[src/logic/llc_params.svh]
// LLC monitor parameters for address, tag, counter and credit sizing
`ifndef LLC_PARAMS_SVH
`define LLC_PARAMS_SVH

// Request and configuration data width
`define LLC_ADDR_W 32

// Line geometry of the direct-mapped tag model
`define LLC_OFFSET_W 5
`define LLC_NUM_LINES 16
`define LLC_INDEX_W 4
`define LLC_TAG_W (`LLC_ADDR_W - `LLC_INDEX_W - `LLC_OFFSET_W)

// Scratchpad window size in bytes
`define LLC_SPM_SIZE 4096

// Requester credits after reset and event counter width
`define LLC_REQ_CREDITS 3
`define LLC_CNT_W 32

`endif
[src/logic/llc_pkg.sv]
// LLC monitor package with region and configuration register types
package llc_pkg;

  // Address region of a request
  typedef enum logic [1:0] {
    REGION_BYPASS = 2'd0,
    REGION_CACHED = 2'd1,
    REGION_SPM    = 2'd2
  } llc_region_e;

  // Configuration register index
  typedef enum logic [2:0] {
    REG_CACHE_START = 3'd0,
    REG_CACHE_END   = 3'd1,
    REG_SPM_START   = 3'd2,
    REG_READ_HIT    = 3'd3,
    REG_READ_MISS   = 3'd4,
    REG_WRITE_HIT   = 3'd5,
    REG_WRITE_MISS  = 3'd6,
    REG_FLUSH       = 3'd7
  } llc_cfg_reg_e;

endpackage

[src/logic/llc_monitor_top.sv]
// LLC monitor top level joining region decoder, tag store, event unit and config
`timescale 1ns/1ps
`include "llc_params.svh"

module llc_monitor_top (
  input  logic                    clk_i,
  input  logic                    rst_n_i,
  // Request port
  input  logic                    req_valid_i,
  input  logic [`LLC_ADDR_W-1:0]  req_addr_i,
  input  logic                    req_we_i,
  // Response port
  output logic                    resp_valid_o,
  output llc_pkg::llc_region_e    resp_region_o,
  output logic                    resp_hit_o,
  output logic                    credit_o,
  // Configuration port
  input  logic                    cfg_req_valid_i,
  input  logic                    cfg_we_i,
  input  llc_pkg::llc_cfg_reg_e   cfg_addr_i,
  input  logic [`LLC_ADDR_W-1:0]  cfg_wdata_i,
  output logic                    cfg_resp_valid_o,
  output logic [`LLC_ADDR_W-1:0]  cfg_rdata_o
);
  import llc_pkg::*;

  llc_region_e            region;
  logic                   region_valid;
  logic                   lookup_hit;
  logic                   alloc;
  logic                   flush;
  logic [`LLC_ADDR_W-1:0] cache_start;
  logic [`LLC_ADDR_W-1:0] cache_end;
  logic [`LLC_ADDR_W-1:0] spm_start;
  logic [`LLC_CNT_W-1:0]  read_hit;
  logic [`LLC_CNT_W-1:0]  read_miss;
  logic [`LLC_CNT_W-1:0]  write_hit;
  logic [`LLC_CNT_W-1:0]  write_miss;

  llc_region_decoder region_decoder_i (
    .clk_i         ( clk_i        ),
    .rst_n_i       ( rst_n_i      ),
    .req_valid_i   ( req_valid_i  ),
    .req_addr_i    ( req_addr_i   ),
    .cache_start_i ( cache_start  ),
    .cache_end_i   ( cache_end    ),
    .spm_start_i   ( spm_start    ),
    .region_o      ( region       ),
    .valid_o       ( region_valid )
  );

  llc_tag_store tag_store_i (
    .clk_i       ( clk_i       ),
    .rst_n_i     ( rst_n_i     ),
    .req_valid_i ( req_valid_i ),
    .req_addr_i  ( req_addr_i  ),
    .alloc_i     ( alloc       ),
    .flush_i     ( flush       ),
    .hit_o       ( lookup_hit  )
  );

  llc_event_unit event_unit_i (
    .clk_i         ( clk_i         ),
    .rst_n_i       ( rst_n_i       ),
    .valid_i       ( region_valid  ),
    .we_i          ( req_we_i      ),
    .region_i      ( region        ),
    .hit_i         ( lookup_hit    ),
    .flush_i       ( flush         ),
    .alloc_o       ( alloc         ),
    .resp_valid_o  ( resp_valid_o  ),
    .resp_region_o ( resp_region_o ),
    .resp_hit_o    ( resp_hit_o    ),
    .credit_o      ( credit_o      ),
    .read_hit_o    ( read_hit      ),
    .read_miss_o   ( read_miss     ),
    .write_hit_o   ( write_hit     ),
    .write_miss_o  ( write_miss    )
  );

  llc_cfg_regs cfg_regs_i (
    .clk_i            ( clk_i            ),
    .rst_n_i          ( rst_n_i          ),
    .cfg_req_valid_i  ( cfg_req_valid_i  ),
    .cfg_we_i         ( cfg_we_i         ),
    .cfg_addr_i       ( cfg_addr_i       ),
    .cfg_wdata_i      ( cfg_wdata_i      ),
    .cfg_resp_valid_o ( cfg_resp_valid_o ),
    .cfg_rdata_o      ( cfg_rdata_o      ),
    .cache_start_o    ( cache_start      ),
    .cache_end_o      ( cache_end        ),
    .spm_start_o      ( spm_start        ),
    .flush_o          ( flush            ),
    .read_hit_i       ( read_hit         ),
    .read_miss_i      ( read_miss        ),
    .write_hit_i      ( write_hit        ),
    .write_miss_i     ( write_miss       )
  );

endmodule

[src/logic/llc_cfg_regs.sv]
// LLC configuration registers for windows, counter readback and tag flush
`timescale 1ns/1ps
`include "llc_params.svh"

module llc_cfg_regs (
  input  logic                    clk_i,
  input  logic                    rst_n_i,
  input  logic                    cfg_req_valid_i,
  input  logic                    cfg_we_i,
  input  llc_pkg::llc_cfg_reg_e   cfg_addr_i,
  input  logic [`LLC_ADDR_W-1:0]  cfg_wdata_i,
  output logic                    cfg_resp_valid_o,
  output logic [`LLC_ADDR_W-1:0]  cfg_rdata_o,
  output logic [`LLC_ADDR_W-1:0]  cache_start_o,
  output logic [`LLC_ADDR_W-1:0]  cache_end_o,
  output logic [`LLC_ADDR_W-1:0]  spm_start_o,
  output logic                    flush_o,
  input  logic [`LLC_CNT_W-1:0]   read_hit_i,
  input  logic [`LLC_CNT_W-1:0]   read_miss_i,
  input  logic [`LLC_CNT_W-1:0]   write_hit_i,
  input  logic [`LLC_CNT_W-1:0]   write_miss_i
);
  import llc_pkg::*;

  logic [`LLC_ADDR_W-1:0] cache_start_q;
  logic [`LLC_ADDR_W-1:0] cache_end_q;
  logic [`LLC_ADDR_W-1:0] spm_start_q;
  logic [`LLC_ADDR_W-1:0] rdata_d;
  logic [`LLC_ADDR_W-1:0] rdata_q;
  logic                   resp_valid_q;
  logic                   wr_en;

  assign wr_en = cfg_req_valid_i && cfg_we_i;

  // Flush acts at the edge that samples the write
  assign flush_o = wr_en && (cfg_addr_i == REG_FLUSH);

  always_comb begin
    case (cfg_addr_i)
      REG_CACHE_START: rdata_d = cache_start_q;
      REG_CACHE_END:   rdata_d = cache_end_q;
      REG_SPM_START:   rdata_d = spm_start_q;
      REG_READ_HIT:    rdata_d = read_hit_i;
      REG_READ_MISS:   rdata_d = read_miss_i;
      REG_WRITE_HIT:   rdata_d = write_hit_i;
      REG_WRITE_MISS:  rdata_d = write_miss_i;
      default:         rdata_d = '0;
    endcase
  end

  // Counters are read only, so only the windows take writes
  always_ff @(posedge clk_i or negedge rst_n_i) begin
    if (!rst_n_i) begin
      cache_start_q <= '0;
      cache_end_q   <= '0;
      spm_start_q   <= '0;
      resp_valid_q  <= 1'b0;
    end else begin
      resp_valid_q <= cfg_req_valid_i;
      if (wr_en && (cfg_addr_i == REG_CACHE_START)) begin
        cache_start_q <= cfg_wdata_i;
      end
      if (wr_en && (cfg_addr_i == REG_CACHE_END)) begin
        cache_end_q <= cfg_wdata_i;
      end
      if (wr_en && (cfg_addr_i == REG_SPM_START)) begin
        spm_start_q <= cfg_wdata_i;
      end
    end
  end

  always_ff @(posedge clk_i) begin
    rdata_q <= rdata_d;
  end

  assign cfg_resp_valid_o = resp_valid_q;
  assign cfg_rdata_o      = rdata_q;
  assign cache_start_o    = cache_start_q;
  assign cache_end_o      = cache_end_q;
  assign spm_start_o      = spm_start_q;

endmodule

[src/logic/llc_event_unit.sv]
// LLC event unit forming responses, credits, allocations and hit/miss counters
`timescale 1ns/1ps
`include "llc_params.svh"

module llc_event_unit (
  input  logic                   clk_i,
  input  logic                   rst_n_i,
  input  logic                   valid_i,
  input  logic                   we_i,
  input  llc_pkg::llc_region_e   region_i,
  input  logic                   hit_i,
  input  logic                   flush_i,
  output logic                   alloc_o,
  output logic                   resp_valid_o,
  output llc_pkg::llc_region_e   resp_region_o,
  output logic                   resp_hit_o,
  output logic                   credit_o,
  output logic [`LLC_CNT_W-1:0]  read_hit_o,
  output logic [`LLC_CNT_W-1:0]  read_miss_o,
  output logic [`LLC_CNT_W-1:0]  write_hit_o,
  output logic [`LLC_CNT_W-1:0]  write_miss_o
);
  import llc_pkg::*;

  logic                  we_q;
  logic                  cached;
  logic                  resp_hit_d;
  logic [3:0]            evt;
  logic                  resp_valid_q;
  logic                  credit_q;
  llc_region_e           resp_region_q;
  logic                  resp_hit_q;
  logic [`LLC_CNT_W-1:0] cnt_q [4];

  // Write bit aligned with the stage one results
  always_ff @(posedge clk_i) begin
    we_q <= we_i;
  end

  assign cached  = valid_i && (region_i == REGION_CACHED);
  assign alloc_o = cached && !hit_i;

  // SPM always hits, bypass never does
  assign resp_hit_d = (region_i == REGION_SPM) || ((region_i == REGION_CACHED) && hit_i);

  assign evt[0] = cached && !we_q && hit_i;
  assign evt[1] = cached && !we_q && !hit_i;
  assign evt[2] = cached && we_q && hit_i;
  assign evt[3] = cached && we_q && !hit_i;

  always_ff @(posedge clk_i or negedge rst_n_i) begin
    if (!rst_n_i) begin
      resp_valid_q <= 1'b0;
      credit_q     <= 1'b0;
    end else begin
      resp_valid_q <= valid_i;
      credit_q     <= valid_i;
    end
  end

  always_ff @(posedge clk_i) begin
    resp_region_q <= region_i;
    resp_hit_q    <= resp_hit_d;
  end

  always_ff @(posedge clk_i or negedge rst_n_i) begin
    if (!rst_n_i) begin
      for (int i = 0; i < 4; i++) begin
        cnt_q[i] <= '0;
      end
    end else if (flush_i) begin
      for (int i = 0; i < 4; i++) begin
        cnt_q[i] <= '0;
      end
    end else begin
      for (int i = 0; i < 4; i++) begin
        if (evt[i]) begin
          cnt_q[i] <= cnt_q[i] + 1'b1;
        end
      end
    end
  end

  assign resp_valid_o  = resp_valid_q;
  assign resp_region_o = resp_region_q;
  assign resp_hit_o    = resp_hit_q;
  assign credit_o      = credit_q;
  assign read_hit_o    = cnt_q[0];
  assign read_miss_o   = cnt_q[1];
  assign write_hit_o   = cnt_q[2];
  assign write_miss_o  = cnt_q[3];

  // A flush never meets a request in stage one
  a_no_flush_in_flight: assert property (
    @(posedge clk_i) disable iff (!rst_n_i)
    flush_i |-> !valid_i
  ) else $error("flush arrived while a request was in flight");

endmodule

[src/logic/llc_tag_store.sv]
// LLC tag store, direct-mapped tag model with lookup, allocation and flush
`timescale 1ns/1ps
`include "llc_params.svh"

module llc_tag_store (
  input  logic                    clk_i,
  input  logic                    rst_n_i,
  input  logic                    req_valid_i,
  input  logic [`LLC_ADDR_W-1:0]  req_addr_i,
  input  logic                    alloc_i,
  input  logic                    flush_i,
  output logic                    hit_o
);

  logic [`LLC_NUM_LINES-1:0] valid_q;
  logic [`LLC_TAG_W-1:0]     tag_mem [`LLC_NUM_LINES];

  logic [`LLC_INDEX_W-1:0]   req_idx;
  logic [`LLC_TAG_W-1:0]     req_tag;
  logic                      fwd;
  logic                      lookup_hit;

  // Index and tag of the request being looked up
  logic [`LLC_INDEX_W-1:0]   idx_q;
  logic [`LLC_TAG_W-1:0]     tag_q;
  logic                      hit_q;

  assign req_idx = req_addr_i[`LLC_OFFSET_W +: `LLC_INDEX_W];
  assign req_tag = req_addr_i[`LLC_ADDR_W-1 -: `LLC_TAG_W];

  // Allocation landing this cycle on the same line
  assign fwd = alloc_i && (idx_q == req_idx);

  always_comb begin
    if (flush_i) begin
      lookup_hit = 1'b0;
    end else if (fwd) begin
      lookup_hit = (tag_q == req_tag);
    end else begin
      lookup_hit = valid_q[req_idx] && (tag_mem[req_idx] == req_tag);
    end
  end

  always_ff @(posedge clk_i or negedge rst_n_i) begin
    if (!rst_n_i) begin
      valid_q <= '0;
      hit_q   <= 1'b0;
    end else begin
      hit_q <= req_valid_i && lookup_hit;
      if (flush_i) begin
        valid_q <= '0;
      end else if (alloc_i) begin
        valid_q[idx_q] <= 1'b1;
      end
    end
  end

  always_ff @(posedge clk_i) begin
    if (req_valid_i) begin
      idx_q <= req_idx;
      tag_q <= req_tag;
    end
    if (alloc_i) begin
      tag_mem[idx_q] <= tag_q;
    end
  end

  assign hit_o = hit_q;

  // Event unit only allocates for the request looked up one cycle earlier
  a_alloc_after_req: assert property (
    @(posedge clk_i) disable iff (!rst_n_i)
    alloc_i |-> $past(req_valid_i)
  ) else $error("allocation without a preceding request");

endmodule

[src/logic/llc_region_decoder.sv]
// LLC region decoder classifying request addresses against cache and SPM windows
`timescale 1ns/1ps
`include "llc_params.svh"

module llc_region_decoder (
  input  logic                    clk_i,
  input  logic                    rst_n_i,
  input  logic                    req_valid_i,
  input  logic [`LLC_ADDR_W-1:0]  req_addr_i,
  input  logic [`LLC_ADDR_W-1:0]  cache_start_i,
  input  logic [`LLC_ADDR_W-1:0]  cache_end_i,
  input  logic [`LLC_ADDR_W-1:0]  spm_start_i,
  output llc_pkg::llc_region_e    region_o,
  output logic                    valid_o
);
  import llc_pkg::*;

  // One extra bit so the SPM end never wraps
  logic [`LLC_ADDR_W:0] spm_end;
  logic                 in_spm;
  logic                 in_cache;
  llc_region_e          region_d;
  llc_region_e          region_q;
  logic                 valid_q;

  assign spm_end  = {1'b0, spm_start_i} + (`LLC_ADDR_W+1)'(`LLC_SPM_SIZE);
  assign in_spm   = (req_addr_i >= spm_start_i) && ({1'b0, req_addr_i} < spm_end);
  assign in_cache = (req_addr_i >= cache_start_i) && (req_addr_i < cache_end_i);

  // SPM takes priority over the cached window
  always_comb begin
    if (in_spm) begin
      region_d = REGION_SPM;
    end else if (in_cache) begin
      region_d = REGION_CACHED;
    end else begin
      region_d = REGION_BYPASS;
    end
  end

  always_ff @(posedge clk_i or negedge rst_n_i) begin
    if (!rst_n_i) begin
      valid_q <= 1'b0;
    end else begin
      valid_q <= req_valid_i;
    end
  end

  always_ff @(posedge clk_i) begin
    region_q <= region_d;
  end

  assign region_o = region_q;
  assign valid_o  = valid_q;

endmodule

[config.mk]
export PLATFORM = sky130hd
export DESIGN_NAME = llc_monitor_top
export DESIGN_NICKNAME = d
export VERILOG_FILES = /design/src/logic/llc_pkg.sv /design/src/logic/llc_monitor_top.sv /design/src/logic/llc_cfg_regs.sv /design/src/logic/llc_event_unit.sv /design/src/logic/llc_tag_store.sv /design/src/logic/llc_region_decoder.sv
export VERILOG_INCLUDE_DIRS = /design/src /design/src/logic
export SDC_FILE = /design/constraint.sdc
export NUM_CORES = 1
export LEC_CHECK = 0
export ABC_AREA = 1
export BUFFER_PORTS_ARGS = -buffer_cell sky130_fd_sc_hd__buf_2
export CAP_MARGIN = 20
export CORE_MARGIN = 4
export CORE_UTILIZATION = 39
export DETAILED_ROUTE_END_ITERATION = 10
export GPL_TIMING_DRIVEN = 0
export PLACE_DENSITY = 0.54
export SLEW_MARGIN = 20
export SYNTH_ARGS = -nofsm -noshare
export SYNTH_HDL_FRONTEND = slang
export SYNTH_SLANG_ARGS = --single-unit
[constraint.sdc]
create_clock -name clk_i -period 6.8 [get_ports clk_i]
set_input_delay 1.36 -clock clk_i [delete_from_list [all_inputs] [get_ports clk_i]]
set_output_delay 1.36 -clock clk_i [all_outputs]
set_load 0.005 [all_outputs]
* Word-level counts from Yosys, hierarchy flattened
Memory sizes are Yosys's and may differ from the RTL's. Index checks and enable logic that the tools add are counted.
Storage, ports and cells: memory bits (writable) 368, register bits after elaboration 309, output and inout port bits 38, word-level logic and storage cells 91, memories kept 1
Operators by class: multiplexer cells 17, $lt $le $gt $ge 7, eq/ne operators 12, bitwise logic cells 1, add/subtract/negate cells 5, reduce and logical (&&, ||, !) cells 29
Memories:
- tag_store_i.tag_mem | depth 16, bits a word 23, rd ports 1, clocked after memory_dff 0, write ports 1, line llc_tag_store.sv:16 | logic [`LLC_TAG_W-1:0] tag_mem [`LLC_NUM_LINES];
Operator list (count):
- 32-bit one-hot mux with 7 select lines | 1
- 32-bit by 1-bit adder with 32-bit output, second input constant | 4
- 128-bit two-way mux | 1
- 32-bit two-way mux | 4
- 32-bit greater-or-equal comparator | 2
- 23-bit equality test | 2
- 32-bit by 13-bit adder with 33-bit output, second input constant | 1
- 32-bit by 33-bit < comparator with 1-bit output | 1
- 32-bit < comparator | 1
- 16-bit two-way mux | 2
- 1-bit logical AND | 20
- 16-bit bitwise OR | 1
- 3-bit equality test, second input constant | 4
- 4-bit by 5-bit < comparator with 1-bit output, second input constant | 2
- 2-bit nonzero test | 5
- 1-bit two-way mux | 7
- 3-bit by 2-bit equality test with 1-bit output, second input constant | 2
- 1-bit binary-select mux with 4-bit select | 1
- 1-bit demux with 4-bit select | 1
- 4-bit equality test | 1
- 4-bit by 1-bit greater-or-equal comparator with 1-bit output, second input constant | 1
- 3-bit by 1-bit equality test with 1-bit output, second input constant | 1
- 3-bit logical NOT | 1
- 2-bit by 1-bit equality test with 1-bit output, second input constant | 1
- 3 further kinds | 4

* Longest topological paths before layout
depth in word-level cells 7, gate-level depth with buffers 19, mapped depth without buffers 19

* Cells and area by module
From an unflattened synthesis, not the netlist that was laid out.
Unflattened totals: cell total of the unflattened synthesis 4316, area total of the unflattened synthesis 35649.2 um2
By module, submodules not included:
- llc_tag_store | area an instance 17690.7 um2, times used 1, sequential area each 12286.8 um2, cells each 1681
- llc_event_unit | area an instance 7731.2 um2, times used 1, sequential area each 3308.2 um2, cells each 1168
- llc_cfg_regs | area an instance 6551.3 um2, times used 1, sequential area each 3067.9 um2, cells each 890
- llc_region_decoder | area an instance 3676.0 um2, times used 1, sequential area each 65.1 um2, cells each 577

* Worst setup path after synthesis
No wires, ideal clock.
kind in2reg, from in req_addr_i[5], to reg tag_store_i.hit_q, in the netlist tag_store_i.hit_o, library setup time 0.077 ns, data required time 6.723 ns, arrival time 2.722 ns, stages on the path 17, slack 4.001 ns, buffers on the path 4, cell sequence buf_2 -> inv_2 -> buf_6 -> buf_6 -> buf_6 -> nand2_1 -> nand2_1 -> nand2_1 -> nand3_1 -> nand3_1 -> nand3_1 -> nand2_1 -> nor2_1 -> nand2_1 -> nor2_1 -> nand3_1 -> a21oi_1
On the way: word-level cells in the longest chain between the ends 6, elaborated cells between the ends (all ways) 10, classes of those cells 2 x eq/ne; 4 x mux; 3 x reduce/logical; 1 x memory
Ends and longest elaborated chain:
- start: declaration | line llc_monitor_top.sv:10 | input logic [`LLC_ADDR_W-1:0] req_addr_i,
- memory 16 x 23 bit / 1-bit binary-select mux with 4-bit select (equally long branches)
- 23-bit equality test / 1-bit two-way mux (equally long branches) | line llc_tag_store.sv:40 | lookup_hit = valid_q[req_idx] && (tag_mem[req_idx] == req_tag);
- 1-bit logical AND | line llc_tag_store.sv:40
- 1-bit two-way mux (*) | line llc_tag_store.sv:37 | end else if (fwd) begin
- 1-bit two-way mux (*) | line llc_tag_store.sv:35 | if (flush_i) begin
- 1-bit logical AND (*) | line llc_tag_store.sv:49 | hit_q <= req_valid_i && lookup_hit;
- end signal: assignment | line llc_tag_store.sv:49
- end: declaration | line llc_tag_store.sv:26 | logic hit_q;
Every way passes the cells marked *; elsewhere a longest branch is shown, timed or not. The select of a mux whose other input is x is not followed. A chain may end at the register's enable or synchronous reset.

* Worst setup path in the final report
from in req_addr_i[8], to reg tag_store_i.hit_q, in the netlist tag_store_i.hit_o
The elaborated chain is that of the path after synthesis.

==> results.py <==
metrics = {
    "floorplanning": {
        "io_pins": 111,
        "dieArea_sq_um": 90700,
        "die_width_um": 301,
        "core_area_sq_um": 85300,
        "initial_core_util": 0.393,
        "rows": 107,
        "die_h_um": 301,
    },
    "synth": {
        "synthTopCellsByCount": "916 x nand2_1, 499 x inv_1, 395 x edfxtp_1",
        "syn_area_per_cell_sq_um": 9.06,
        "synth.area.top_cells": "edfxtp_1 35%, dfrtp_1 18%, nand2_1 10%",
        "ys_types": 55,
        "yosysSeqAreaShare": 0.559,
        "synth_area_sq_um": 33500,
        "yosysWarningCount": 0,
        "synth.top_cell.area_share": 0.354,
        "synth_ff_type": "edfxtp_1",
        "synth.most_common_cell": "nand2_1",
        "synth_edf_count": 395,
        "synth_nets": 3893,
        "synth_largest_area_cell": "edfxtp_1",
        "postSynthCellCount": 3699,
        "synthArstFlopShare": 0.360,
        "ys_ff_latch": 677,
    },
    "clocking": {
        "post_cts_buffers": 0,
        "cts_tree": "yes",
        "path_clk_slew_ns": 0.06,
        "ctsResizeCount": 0,
        "clk_latency_ns": 0.64,
        "cts_buffer_depth": 3,
        "cts_num_sinks": 677,
        "numCtsBuffers": 77,
        "cts_hold_buffers": 0,
        "h-tree-depth": 3,
        "clockRootBuffer": "clkbuf_16",
    },
    "timing": {
        "setup_tns_ns": 0,
        "final_max_slew_viol_count": 0,
        "final-hold-violation-count": 0,
        "worst_pin_slew_ns": 1.17,
        "layout_setup_ws_ns": 2.77,
        "min_period_ns": 4.03,
        "fmax_ghz": 0.248,
        "max_slew_margin": 0.218,
        "timing.hold.ws_ns": 0.451,
        "rsz0062_at_grt": "false",
        "setup_viol": 0,
        "final.period_utilization": 0.592,
        "fin_skew_ns": 0.0409,
    },
    "drt": {
        "drt_pre_antenna_iters": 6,
        "drcViolationCount": 0,
        "drtIter0Drc": 3056,
        "postRouteAntennaNets": 0,
        "wl_met1_um": 52000,
        "avgRoutedWirePerCell_um": 24.5,
        "dr_wl_met3_um": 9430,
        "met2_length_um": 57500,
        "vias": 27700,
        "viasPerCell": 5.42,
        "top_layer_used": "met5",
        "drt-total-wl_um": 125000,
    },
    "cells_and_area": {
        "regArea_sq_um": 18700,
        "drive_gt1_frac": 0.0989,
        "syn2layout_area_growth_pct": 15.6,
        "fin_cells": 5117,
        "multi_input_area_sq_um": 12400,
        "nNetsFinal": 4104,
        "fillCellCount": 8331,
        "num_antenna_cells": 0,
    },
    "grt": {
        "grt_usage": 0.273,
        "grt_antenna_before_repair": 5,
        "grt_max_degree": 89,
        "grt_pass1_vias": 26600,
        "gr-total-overflow": 0,
        "grt_pass1_wl_um": 181000,
    },
    "worst_setup_path": {
        "arrival_ns": 4.55,
        "critPathKind": "in -> reg",
        "critPathMostFrequentCell": "nand2_1",
        "crit_required_ns": 7.32,
        "path_cells": "buf_2, clkbuf_1, inv_1, buf_1, nand3_1, nand2_1, nand2_1, nand2_1, nor2_1, nand2_1, nor2_1, nand3_1, a21oi_1",
        "cpPeakStageDelay_ns": 0.62,
        "crit_path_top_delay_cell": "clkbuf_1",
        "start_kind": "input port",
        "endpoint_kind": "flop",
        "critPathTopFamily": "buffers and inverters",
        "path_max_fanout": 10,
        "r2r_slack_ns": 3.21,
        "path_buf_inv": 4,
    },
    "pwr": {
        "total_power_mw": 10.7,
        "leakagePower_nw": 16.8,
        "p_per_area_nw_per_um2": 277,
        "ir_drop_uv": 180,
    },
    "place": {
        "dp_hpwl_um": 89900,
        "preCtsSetupSlack_ns": 2.31,
        "place_inst": 4974,
        "gp_congestion": 0.947,
        "io_buffers": 110,
    },
    "min_path": {
        "hold_path.class": "reg -> reg",
    },
    "outcome": {
        "status": "completed",
    },
    "run": {
        "drv_cap": 0,
    },
}
-- area by class of cell --
| type | instances | share of cell area |
|---|---|---|
| Tap cell | 1144 | 0.0369 |
| Clock inverter | 38 | 0.0118 |
| Sequential cell | 677 | 0.483 |
| Buffer | 132 | 0.0163 |
| Inverter | 513 | 0.0497 |
| Clock buffer | 104 | 0.0555 |
| Timing Repair Buffer | 132 | 0.0279 |
| Multi-Input combinational cell | 2377 | 0.319 |
-- registers in the layout (all words and copies together) (netlist names), 23 cells and up --
name and cells:
event_unit_i.write_miss_o 32, tag_store_i.tag_mem 368, cfg_regs_i.cfg_rdata_o 32, event_unit_i.write_hit_o 32
event_unit_i.read_hit_o 32, cfg_regs_i.cache_start_o 32, cfg_regs_i.cache_end_o 32, cfg_regs_i.spm_start_o 32
tag_store_i.tag_q 23, event_unit_i.read_miss_o 32
-- path summary, 6_finish.rpt --
path	from	end	cells after the start
hold reg to reg	region_decoder_i.region_o[1]	event_unit_i.resp_region_o[1]	0
hold / removal	region_decoder_i.region_o[1]	event_unit_i.resp_region_o[1]	0
setup / recovery	req_addr_i[8]	tag_store_i.hit_o	13
setup reg to reg	cfg_regs_i.spm_start_o[15]	region_decoder_i.region_o[0]	19
min in group asynchronous	rst_n_i	event_unit_i.write_miss_o[2]	1
max in group asynchronous	rst_n_i	cfg_regs_i.spm_start_o[12]	4
-- cell usage in the layout, fill, tap and decap left out, types with 8 or more instances in the layout --
master | Yosys | layout
a2111o_1 | 8 | 8
a211oi_1 | 12 | 12
a21oi_1 | 163 | 163
a221oi_1 | 21 | 21
buf_1 | 12 | 12
buf_16 | 0 | 13
buf_2 | 46 | 155
buf_6 | 9 | 9
bufinv_16 | 0 | 9
clkbuf_1 | 62 | 78
clkbuf_16 | 0 | 80
clkinv_1 | 2 | 8
clkinv_2 | 1 | 17
dfrtp_1 | 244 | 244
dfxtp_1 | 38 | 38
edfxtp_1 | 395 | 395
ha_1 | 121 | 121
inv_1 | 499 | 499
inv_2 | 11 | 11
nand2_1 | 916 | 916
nand3_1 | 303 | 303
nand4_1 | 42 | 42
nor2_1 | 245 | 229
nor2_4 | 5 | 21
nor3_1 | 80 | 80
nor3_2 | 12 | 12
nor4_1 | 24 | 24
o211ai_1 | 17 | 17
o21a_1 | 17 | 17
o21ai_0 | 211 | 211
o21ai_1 | 9 | 9
o221ai_1 | 9 | 9
o22ai_1 | 50 | 50
or2_2 | 13 | 13
xnor2_1 | 15 | 15
xor2_1 | 25 | 25
-- logic make-up after synthesis --
logic type,after synthesis,share of synthesized area
xor+xnor,40,0.0105
compound gates,540,0.0929
simple gates,1676,0.216
fa+ha+maj,121,0.0452
flops,677,0.559
buf+inv,645,0.0763
-- per-stage QoR --
stage,instance area (sq um),util
after floorplan,33500,-
after global placement,35500,0.416
after detailed placement,36100,0.424
after CTS,38800,0.454
after global routing,38800,0.455
final,38800,0.455
-- power by group --
part,internal (mW),total (mW),leakage [nW],switching (mW)
combinational,0.484,1.47,8.39,0.989
sequential,4.65,4.91,7.10,0.264
clock,2.58,4.34,1.28,1.77
-- routing by layer --
metal	vias up	track usage
met3	256	0.0415
met1	13400	0.363
met5	-	0
li1	12900	-
met2	1193	0.443
met4	2	0.123
Note: power is estimated with default switching activity, not from simulation.
